File: src/rtl/ReplayPkg.sv
// Replay queue shared definitions
// Widths of the lane fields, queue pointers and the flush tracking states
`default_nettype none

package ReplayPkg;

    // Active-list size sets the width of an op's active-list pointer
    parameter int ActiveListDepth = 32;

    // Index of an op in the active list
    typedef logic [$clog2(ActiveListDepth)-1:0] ActiveListPtr;

    // Opaque op data carried from record to replay
    typedef logic [15:0] OpPayload;

    // One of four MSHRs
    typedef logic [1:0] MshrId;

    // Cycles between two recorded groups, saturating
    typedef logic [1:0] ReplayInterval;

    // Head and tail index into the entry memory
    typedef logic [2:0] QueuePtr;

    // Occupancy, wide enough to hold a full queue
    typedef logic [3:0] QueueCount;

    // Flush range tracking after a recovery
    typedef enum logic {
        FlushIdle,
        FlushTracking
    } FlushState;

endpackage

`default_nettype wire
File: src/rtl/ReplayQueue.sv
// Replay queue top level
// Records issue groups with their spacing and replays them in order,
// holding the head on pending load misses and masking flushed lanes
`default_nettype none

module ReplayQueue import ReplayPkg::*; #(
    parameter int QueueDepth  = 8,
    parameter int IntLanes    = 2,
    parameter int MemLatency  = 2,
    parameter int MaxInterval = 3,
    parameter int MshrNum     = 4
) (
    input  logic                         clk,
    input  logic                         rstN,
    // Record side
    input  logic         [IntLanes-1:0]  intRecValid,
    input  ActiveListPtr [IntLanes-1:0]  intRecPtr,
    input  OpPayload     [IntLanes-1:0]  intRecData,
    input  logic                         memRecValid,
    input  ActiveListPtr                 memRecPtr,
    input  OpPayload                     memRecData,
    input  logic                         memRecIsLoad,
    input  logic                         memRecHasMshr,
    input  MshrId                        memRecMshrId,
    // MSHR state
    input  logic         [MshrNum-1:0]   mshrValid,
    input  logic         [MshrNum-1:0]   mshrFilled,
    // Recovery
    input  logic                         toRecovery,
    input  ActiveListPtr                 flushHead,
    input  ActiveListPtr                 flushTail,
    input  logic                         flushAll,
    // Replay side
    output logic         [IntLanes-1:0]  intRepValid,
    output ActiveListPtr [IntLanes-1:0]  intRepPtr,
    output OpPayload     [IntLanes-1:0]  intRepData,
    output logic                         memRepValid,
    output ActiveListPtr                 memRepPtr,
    output OpPayload                     memRepData,
    output logic                         memRepIsLoad,
    output logic                         memRepHasMshr,
    output MshrId                        memRepMshrId,
    output logic                         replay,
    output logic                         stall,
    output logic                         flushedOpExist
);

    logic                        push;
    logic                        pop;
    logic                        empty;
    logic                        almostFull;
    QueueCount                   count;
    ReplayInterval               pushGap;
    ReplayInterval               popGap;
    ReplayInterval               recInterval;

    // Head entry as read from storage
    logic         [IntLanes-1:0] headIntValid;
    ActiveListPtr [IntLanes-1:0] headIntPtr;
    OpPayload     [IntLanes-1:0] headIntData;
    logic                        headMemValid;
    ActiveListPtr                headMemPtr;
    OpPayload                    headMemData;
    logic                        headMemIsLoad;
    logic                        headMemHasMshr;
    MshrId                       headMemMshrId;
    ReplayInterval               headInterval;

    // Range held while stale entries may remain
    logic                        tracking;
    ActiveListPtr                heldHead;
    ActiveListPtr                heldTail;
    logic                        heldAll;

    // Each group is stamped with the gap since the previous push
    assign recInterval = pushGap;

    ReplayStorage #(
        .QueueDepth (QueueDepth),
        .IntLanes   (IntLanes),
        .MemLatency (MemLatency)
    ) storage0 (.*);

    ReplayIntervalTimer #(
        .MaxInterval (MaxInterval)
    ) timer0 (.*);

    ReplayFlushTracker flushTracker0 (.*);

    ReplayPopControl #(
        .IntLanes (IntLanes),
        .MshrNum  (MshrNum)
    ) popControl0 (.*);

    // Hold off the issue stage while replaying or close to full
    assign stall = replay | almostFull;

endmodule

`default_nettype wire

File: src/rtl/ReplayPopControl.sv
// Replay pop control
// Decides when the head group leaves, masks flushed lanes and
// registers the replayed group onto the outputs
`default_nettype none

module ReplayPopControl import ReplayPkg::*; #(
    parameter int IntLanes = 2,
    parameter int MshrNum  = 4
) (
    input  logic                         clk,
    input  logic                         rstN,
    input  logic         [IntLanes-1:0]  headIntValid,
    input  ActiveListPtr [IntLanes-1:0]  headIntPtr,
    input  OpPayload     [IntLanes-1:0]  headIntData,
    input  logic                         headMemValid,
    input  ActiveListPtr                 headMemPtr,
    input  OpPayload                     headMemData,
    input  logic                         headMemIsLoad,
    input  logic                         headMemHasMshr,
    input  MshrId                        headMemMshrId,
    input  ReplayInterval                headInterval,
    input  logic                         empty,
    input  ReplayInterval                popGap,
    input  logic         [MshrNum-1:0]   mshrValid,
    input  logic         [MshrNum-1:0]   mshrFilled,
    input  logic                         toRecovery,
    input  ActiveListPtr                 flushHead,
    input  ActiveListPtr                 flushTail,
    input  logic                         flushAll,
    input  logic                         tracking,
    input  ActiveListPtr                 heldHead,
    input  ActiveListPtr                 heldTail,
    input  logic                         heldAll,
    output logic                         pop,
    output logic                         replay,
    output logic         [IntLanes-1:0]  intRepValid,
    output ActiveListPtr [IntLanes-1:0]  intRepPtr,
    output OpPayload     [IntLanes-1:0]  intRepData,
    output logic                         memRepValid,
    output ActiveListPtr                 memRepPtr,
    output OpPayload                     memRepData,
    output logic                         memRepIsLoad,
    output logic                         memRepHasMshr,
    output MshrId                        memRepMshrId
);

    logic [IntLanes-1:0] intFlush;
    logic                memFlush;
    logic                memWait;
    logic [IntLanes-1:0] nextIntValid;
    logic                nextMemValid;

    // Half-open circular range [head, tail), or everything
    function automatic logic flushMatch(
        input logic         active,
        input ActiveListPtr head,
        input ActiveListPtr tail,
        input logic         all,
        input ActiveListPtr ptr
    );
        logic inRange;
        if (head <= tail) begin
            inRange = (ptr >= head) && (ptr < tail);
        end else begin
            inRange = (ptr >= head) || (ptr < tail);
        end
        return active && (all || inRange);
    endfunction

    // The live range covers this cycle, the held one covers older entries
    always_comb begin
        for (int i = 0; i < IntLanes; i++) begin
            intFlush[i] = flushMatch(toRecovery, flushHead, flushTail, flushAll, headIntPtr[i])
                || flushMatch(tracking, heldHead, heldTail, heldAll, headIntPtr[i]);
        end
        memFlush = flushMatch(toRecovery, flushHead, flushTail, flushAll, headMemPtr)
            || flushMatch(tracking, heldHead, heldTail, heldAll, headMemPtr);
    end

    // A live load still waiting on its miss blocks the whole group
    assign memWait = headMemValid && !memFlush && headMemIsLoad && headMemHasMshr
        && mshrValid[headMemMshrId] && !mshrFilled[headMemMshrId];

    assign pop = !empty && (popGap >= headInterval) && !memWait;

    assign nextIntValid = {IntLanes{pop}} & headIntValid & ~intFlush;
    assign nextMemValid = pop & headMemValid & ~memFlush;

    always_ff @(posedge clk or negedge rstN) begin
        if (!rstN) begin
            intRepValid <= '0;
            memRepValid <= 1'b0;
            replay      <= 1'b0;
        end else begin
            intRepValid <= nextIntValid;
            memRepValid <= nextMemValid;
            replay      <= (|nextIntValid) || nextMemValid;
        end
    end

    always_ff @(posedge clk) begin
        intRepPtr     <= headIntPtr;
        intRepData    <= headIntData;
        memRepPtr     <= headMemPtr;
        memRepData    <= headMemData;
        memRepIsLoad  <= headMemIsLoad;
        memRepHasMshr <= headMemHasMshr;
        memRepMshrId  <= headMemMshrId;
    end

    replayHasLane: assert property (@(posedge clk) disable iff (!rstN)
        replay |-> (|intRepValid) || memRepValid)
        else $error("replay raised with every lane invalid");

endmodule

`default_nettype wire

File: src/rtl/ReplayFlushTracker.sv
// Flush range tracker
// Holds the last recovery range while entries recorded before it
// may still sit in the queue, counted down by replays
`default_nettype none

module ReplayFlushTracker import ReplayPkg::*; (
    input  logic         clk,
    input  logic         rstN,
    input  logic         toRecovery,
    input  ActiveListPtr flushHead,
    input  ActiveListPtr flushTail,
    input  logic         flushAll,
    input  QueueCount    count,
    input  logic         replay,
    output logic         tracking,
    output ActiveListPtr heldHead,
    output ActiveListPtr heldTail,
    output logic         heldAll,
    output logic         flushedOpExist
);

    FlushState state;
    QueueCount staleCount;

    always_ff @(posedge clk or negedge rstN) begin
        if (!rstN) begin
            state      <= FlushIdle;
            staleCount <= '0;
        end else if (toRecovery) begin
            // Everything queued now may hold ops from the flushed range
            state      <= (count != '0) ? FlushTracking : FlushIdle;
            staleCount <= count;
        end else if (state == FlushTracking && replay) begin
            staleCount <= staleCount - 1'b1;
            if (staleCount == QueueCount'(1)) begin
                state <= FlushIdle;
            end
        end
    end

    // Range is only looked at while tracking
    always_ff @(posedge clk) begin
        if (toRecovery) begin
            heldHead <= flushHead;
            heldTail <= flushTail;
            heldAll  <= flushAll;
        end
    end

    assign tracking       = (state == FlushTracking);
    assign flushedOpExist = (state == FlushTracking);

    idleMeansNoStale: assert property (@(posedge clk) disable iff (!rstN)
        state == FlushIdle |-> staleCount == '0)
        else $error("stale entry count left over in idle");

endmodule

`default_nettype wire

File: src/rtl/ReplayIntervalTimer.sv
// Replay interval timer
// Counts cycles since the last push and since the last pop, saturating
`default_nettype none

module ReplayIntervalTimer import ReplayPkg::*; #(
    parameter int MaxInterval = 3
) (
    input  logic          clk,
    input  logic          rstN,
    input  logic          push,
    input  logic          pop,
    output ReplayInterval pushGap,
    output ReplayInterval popGap
);

    function automatic ReplayInterval nextGap(input ReplayInterval gap, input logic clear);
        ReplayInterval result;
        if (clear) begin
            result = '0;
        end else if (gap < MaxInterval) begin
            result = ReplayInterval'(gap + 1'b1);
        end else begin
            result = gap;
        end
        return result;
    endfunction

    always_ff @(posedge clk or negedge rstN) begin
        if (!rstN) begin
            pushGap <= '0;
            popGap  <= '0;
        end else begin
            // pushGap is stamped on the next group, popGap gates the head
            pushGap <= nextGap(pushGap, push);
            popGap  <= nextGap(popGap, pop);
        end
    end

    gapSaturates: assert property (@(posedge clk) disable iff (!rstN)
        pushGap <= MaxInterval && popGap <= MaxInterval)
        else $error("interval counter ran past its limit");

endmodule

`default_nettype wire

File: src/rtl/ReplayStorage.sv
// Replay queue entry storage
// Circular memory written at the tail and read at the head, with
// occupancy tracking
`default_nettype none

module ReplayStorage import ReplayPkg::*; #(
    parameter int QueueDepth = 8,
    parameter int IntLanes   = 2,
    parameter int MemLatency = 2
) (
    input  logic                         clk,
    input  logic                         rstN,
    input  logic         [IntLanes-1:0]  intRecValid,
    input  ActiveListPtr [IntLanes-1:0]  intRecPtr,
    input  OpPayload     [IntLanes-1:0]  intRecData,
    input  logic                         memRecValid,
    input  ActiveListPtr                 memRecPtr,
    input  OpPayload                     memRecData,
    input  logic                         memRecIsLoad,
    input  logic                         memRecHasMshr,
    input  MshrId                        memRecMshrId,
    input  ReplayInterval                recInterval,
    input  logic                         pop,
    output logic                         push,
    output logic         [IntLanes-1:0]  headIntValid,
    output ActiveListPtr [IntLanes-1:0]  headIntPtr,
    output OpPayload     [IntLanes-1:0]  headIntData,
    output logic                         headMemValid,
    output ActiveListPtr                 headMemPtr,
    output OpPayload                     headMemData,
    output logic                         headMemIsLoad,
    output logic                         headMemHasMshr,
    output MshrId                        headMemMshrId,
    output ReplayInterval                headInterval,
    output logic                         empty,
    output logic                         almostFull,
    output QueueCount                    count
);

    logic         [IntLanes-1:0] intValidMem [QueueDepth];
    ActiveListPtr [IntLanes-1:0] intPtrMem   [QueueDepth];
    OpPayload     [IntLanes-1:0] intDataMem  [QueueDepth];
    logic                        memValidMem [QueueDepth];
    ActiveListPtr                memPtrMem   [QueueDepth];
    OpPayload                    memDataMem  [QueueDepth];
    logic                        memLoadMem  [QueueDepth];
    logic                        memHasMem   [QueueDepth];
    MshrId                       memIdMem    [QueueDepth];
    ReplayInterval               gapMem      [QueueDepth];

    QueuePtr               headPtr;
    QueuePtr               tailPtr;
    logic                  full;

    assign full       = (count == QueueDepth);
    assign empty      = (count == '0);
    assign almostFull = (count >= QueueDepth - MemLatency);

    // A group with no valid lane is dropped at the door
    assign push = ((|intRecValid) || memRecValid) && !full;

    always_ff @(posedge clk) begin
        if (push) begin
            intValidMem[tailPtr] <= intRecValid;
            intPtrMem[tailPtr]   <= intRecPtr;
            intDataMem[tailPtr]  <= intRecData;
            memValidMem[tailPtr] <= memRecValid;
            memPtrMem[tailPtr]   <= memRecPtr;
            memDataMem[tailPtr]  <= memRecData;
            memLoadMem[tailPtr]  <= memRecIsLoad;
            memHasMem[tailPtr]   <= memRecHasMshr;
            memIdMem[tailPtr]    <= memRecMshrId;
            gapMem[tailPtr]      <= recInterval;
        end
    end

    always_ff @(posedge clk or negedge rstN) begin
        if (!rstN) begin
            headPtr  <= '0;
            tailPtr  <= '0;
            count    <= '0;
        end else begin
            if (push) begin
                tailPtr <= (tailPtr == QueuePtr'(QueueDepth - 1)) ? '0 : tailPtr + 1'b1;
            end
            if (pop) begin
                headPtr <= (headPtr == QueuePtr'(QueueDepth - 1)) ? '0 : headPtr + 1'b1;
            end
            count    <= count + QueueCount'(push) - QueueCount'(pop);
        end
    end

    // Head read is combinational
    assign headIntValid   = intValidMem[headPtr];
    assign headIntPtr     = intPtrMem[headPtr];
    assign headIntData    = intDataMem[headPtr];
    assign headMemValid   = memValidMem[headPtr];
    assign headMemPtr     = memPtrMem[headPtr];
    assign headMemData    = memDataMem[headPtr];
    assign headMemIsLoad  = memLoadMem[headPtr];
    assign headMemHasMshr = memHasMem[headPtr];
    assign headMemMshrId  = memIdMem[headPtr];
    assign headInterval   = gapMem[headPtr];

    popOnlyWhenFilled: assert property (@(posedge clk) disable iff (!rstN)
        pop |-> !empty)
        else $error("pop requested on an empty replay queue");

    countInRange: assert property (@(posedge clk) disable iff (!rstN)
        count <= QueueDepth)
        else $error("replay queue occupancy out of range");

endmodule

`default_nettype wire

File: config.mk
export PLATFORM = sky130hd
export DESIGN_NAME = ReplayQueue
export DESIGN_NICKNAME = d
export VERILOG_FILES = /design/src/rtl/ReplayPkg.sv /design/src/rtl/ReplayQueue.sv /design/src/rtl/ReplayPopControl.sv /design/src/rtl/ReplayFlushTracker.sv /design/src/rtl/ReplayIntervalTimer.sv /design/src/rtl/ReplayStorage.sv
export SDC_FILE = /design/constraint.sdc
export NUM_CORES = 1
export LEC_CHECK = 0
export ABC_AREA = 0
export BUFFER_PORTS_ARGS = -buffer_cell sky130_fd_sc_hd__buf_2
export CAP_MARGIN = 20
export CORE_MARGIN = 2
export CORE_UTILIZATION = 35
export CTS_BUF_LIST = sky130_fd_sc_hd__clkbuf_4 sky130_fd_sc_hd__clkbuf_8 sky130_fd_sc_hd__clkbuf_16
export DETAILED_ROUTE_END_ITERATION = 8
export PLACE_DENSITY = 0.62
export SYNTH_ARGS = -nofsm -noshare
export SYNTH_HDL_FRONTEND = slang
export SYNTH_SLANG_ARGS = --single-unit
File: constraint.sdc
create_clock -name clk -period 8.4 [get_ports clk]
set_input_delay 0.42 -clock clk [delete_from_list [all_inputs] [get_ports clk]]
set_output_delay 0.42 -clock clk [all_outputs]
set_load 0.01 [all_outputs]
==> results.txt <==
- Setup repair after global routing left no endpoint under its margin.
- Buffers inserted during clock tree synthesis total 76.
- The worst path meets setup with between 3 and 4 ns of slack.
* Die Ht: 277 um
- Result of the run: finished clean
- GRT Residual Overflow: 0
- Entering global routing, the biggest net connects 117 pins.
- Leaving out fill and tap cells, the most frequent cells in the layout are sky130_fd_sc_hd__edfxtp_1 (587), sky130_fd_sc_hd__buf_2 (164), sky130_fd_sc_hd__mux4_2 (139), sky130_fd_sc_hd__ha_1 (81), sky130_fd_sc_hd__clkbuf_16 (76).
* Min-Delay Path Depth: 1
- Average cell area after synthesis: around 21 um^2
* Number of placed I/O pins: between 150 and 200
- Via count of the first global-routing pass: between 10k and 15k
- Traced cell by cell, the critical path runs through buf_4 > nor2b_1 > a22oi_2 > nand2_1 > ha_1 > nand2b_1 > a31oi_1 > o21ai_0 > a2111oi_0 > nor4_2 > o31ai_4 > inv_1 > ha_1 > inv_1 > ha_1 > inv_1 > fa_1 > inv_1.
- Of the cells placed in the final design, the portion with a size suffix greater than 1 is 36.1%.
- Net count of the finished layout: 1638
- Final period utilization: 61.0%
* Setup slack after placement: 3.26 ns
* CP Buf/Inv Count: 5
- The number of placed instances, taps included, is 2349.
* Clock Root Buffer: sky130_fd_sc_hd__clkbuf_16
* Crit Path Category: reg -> reg
- Critical path's top delay family: compound AO/OA/AOI/OAI gates
- Final number of setup-violating endpoints: 0
- Arrival time at the worst endpoint: 5.60 ns
- Rows: 100
- After layout, the minimum clock period comes to slightly above 5 ns.
* Startpoint of the worst setup timing path: storage0.headPtr[1]$_DFFE_PN0P_
- Post-DP HPWL: 31900 um
* Start of the worst register-to-register path: storage0.headPtr[1]$_DFFE_PN0P_
- Type of destination of the critical path: flip-flop
- The worst hold path terminates at storage0.intDataMem[4][18]$_DFFE_PP_.
- Count of cells along the worst register-to-register path: 18
- # H-tree levels: 3
- The initial antenna violation count came to 16.
* Count of placed standard cells in the final layout, fillers left out: around 2.5k
* Clock slew at reported path FFs: 0.06 ns
- The most used flip-flop cell after synthesis is sky130_fd_sc_hd__edfxtp_1.
- STA classifies the critical path startpoint as a flip-flop.
- Slew of the pin with the lowest slew margin: 1.06 ns
- The floorplan step defined a die boundary enclosing 77000 um^2.
* Post-synthesis sequential area ratio: 74.7%
- Fin. Hold Viols: 0
- In the synthesized netlist the async set-or-reset flop fraction comes to 3.40%.
* Area Growth Syn to Fin: 18.0%
- Starting density of the core: 35.3%
- In this design, the critical path's most frequently occurring cell is sky130_fd_sc_hd__inv_1.
- The die is about 280 um wide.
- First-pass GRT wire length: approximately 84000 um
* Clk sinks: 677
* All-Layer GR Usage: between 10% and 20%
- Worst hold start: intRecData[18]
- In the final timing run, aggregate negative setup slack is 0 ns.
- Post-DRT Antenna Nets: 0
- TritonCTS clock tree: done
- For this design the ratio of total power to cell area is 390 nW/um^2.
* Post-CTS Setup Inserts: 0
- Seq cells post-synth: a little under 700
* Synth unique cells: 58
- After synthesis the cells add up to 26200 um^2.
* Headroom to the max-slew limit: slightly below 30%
* Slowest CP cell: sky130_fd_sc_hd__buf_4
- Bufs on Longest Clock Path: 3
- The tightest min-delay check is of the in -> reg type.
- Number of DRC violations after detailed-routing iteration 0: 896
- Worst path required time: 8.88 ns
- The count of pins over their slew limit is 0.
- Longest individual stage delay on the worst path: 0.73 ns
- Along the worst path, the maximum fanout reaches 53.
* Post-Synthesis Cells: 1240
- Static timing analysis puts the maximum clock frequency at between 150 and 200 MHz.
- Routed len/inst: 22.3 um
* Fin Clk Skew: between 0.05 and 0.06 ns
- # port buffers: 164
- Routed vias/inst: 4.97
- Worst reg2reg path endpoint: storage0.count[1]$_DFF_PN0_
* Worst vdd ir: 416 uV
- Gp weighted congestion: 0.827
- Number of synthesized flops with an enable pin: 587
- Filler cell count in the final layout: about 6.5k
- The first detailed-routing pass took 5 iterations.
- Drt drc: 0
* Most common cell after layout, fill and taps aside: sky130_fd_sc_hd__edfxtp_1
- After detailed routing, the total wire length is 55700 um.
- Clock latency on the worst-skew pair: between 0.6 and 0.7 ns
* Leakage dissipation: between 10 and 15 nW
* Core ar.: 74200 um^2
* Minimum setup slack among reg-to-reg paths: 3.28 ns
- Synth warn: 0
- Across the run, the number of max-cap violations was 0.
- The routed layout has 12.4k vias.
* Syn_nets: 1414
metal layers:
layer,part of all wire [%],vias to the layer above,global-route usage (%)
li1,-,5539,-
met1,42,6469,18.6
met4,2.7,18,4.95
met3,4.8,121,3.04
met5,0.22,-,0
met2,50,279,24.8
layout make-up:
| cell class | instances | area [um^2] | area share, % |
|---|---|---|---|
| flip-flops and latches | 677 | 19600 | 63.3 |
| multi-input cells | 478 | 6320 | 20.4 |
| clock buffers | 101 | 2120 | 6.86 |
| well taps | 969 | 1210 | 3.92 |
| repair buffers | 189 | 1050 | 3.39 |
| clock inverters | 41 | 484 | 1.57 |
| inverters | 42 | 158 | 0.510 |
| diodes | 3 | 7.51 | 0.0243 |
kinds of logic after synthesis:
| kind of cell | Yosys count | synth area share, % |
|---|---|---|
| mux | 226 | 15.9 |
| flops | 677 | 74.7 |
| xor+xnor | 7 | 0.234 |
| compound gates | 86 | 2.31 |
| buf+inv | 85 | 1.39 |
| fa+ha+maj | 82 | 3.95 |
| simple gates | 77 | 1.57 |
registers in the layout, summed over array words and instances (netlist names), 10 cells and up:
| name | cells |
|---|---|
| storage0.intDataMem | 256 |
| storage0.memDataMem | 128 |
| storage0.intPtrMem | 80 |
| storage0.memPtrMem | 40 |
| popControl0.intRepData | 32 |
| popControl0.memRepData | 16 |
| storage0.gapMem | 16 |
| storage0.intValidMem | 16 |
| storage0.memIdMem | 16 |
| popControl0.intRepPtr | 10 |
cells in the mapped netlist (all sizes together), types with 4 or more instances:
cell type	instances	share of area [%]
edfxtp	587	67
mux4	143	12
ha	81	3.9
mux2	71	3.1
dfxtp	67	5.1
inv	42	0.60
clkbuf	23	0.33
dfrtp	23	2.2
buf	20	0.45
nor2	18	0.26
a21oi	17	0.33
nand2	16	0.23
a21o	13	0.37
o21ai	13	0.25
mux2i	12	0.46
nand2b	10	0.24
a31oi	9	0.22
nor2b	8	0.19
a211oi	5	0.14
o211ai	5	0.14
a211o	4	0.13
nand3	4	0.076
nor3b	4	0.11
xor2	4	0.13
metrics by stage:
step | power, mW | cell area, um^2 | hold slack, ns | util [%]
floorplan | 7.65 | 26200 | 0.124 | -
global placement | 8.76 | 28200 | 0.454 | 38.0
detailed placement | 8.85 | 28200 | 0.462 | 38.0
CTS | 12.3 | 30900 | 0.0142 | 41.6
global route | 12.7 | 30900 | 0.0301 | 41.6
finish | 12.0 | 30900 | 0.0495 | 41.6
what timing repair did:
| item | CTS | global route |
|---|---|---|
| endpoints found under the setup margin | 0 | 0 |
| gates resized for setup | 0 | 0 |
| endpoints found under the hold margin | 27 | 0 |
| hold buffers | 5 | 0 |
worst max-delay path by stage:
stage | slack [ns] | to | cells after the start
2_1_floorplan | 1.30 | storage0.gapMem[5][0]$_DFFE_PP_ | 5
3_3_place_gp | 3.30 | storage0.count[1]$_DFF_PN0_ | 18
3_5_place_dp | 3.26 | storage0.count[1]$_DFF_PN0_ | 18
4_1_cts | 3.24 | storage0.count[1]$_DFF_PN0_ | 18
5_1_grt | 2.87 | storage0.count[1]$_DFF_PN0_ | 18
6_report | 3.28 | storage0.count[1]$_DFF_PN0_ | 18
power breakdown:
group          total (mW)  internal, mW  switching, mW
Sequential           5.04          4.67          0.369
Clock                3.36          2.00           1.36
Combinational        3.63          1.67           1.96
Total                12.0          8.34           3.70
No activity file was read; power rests on OpenSTA's default activity.
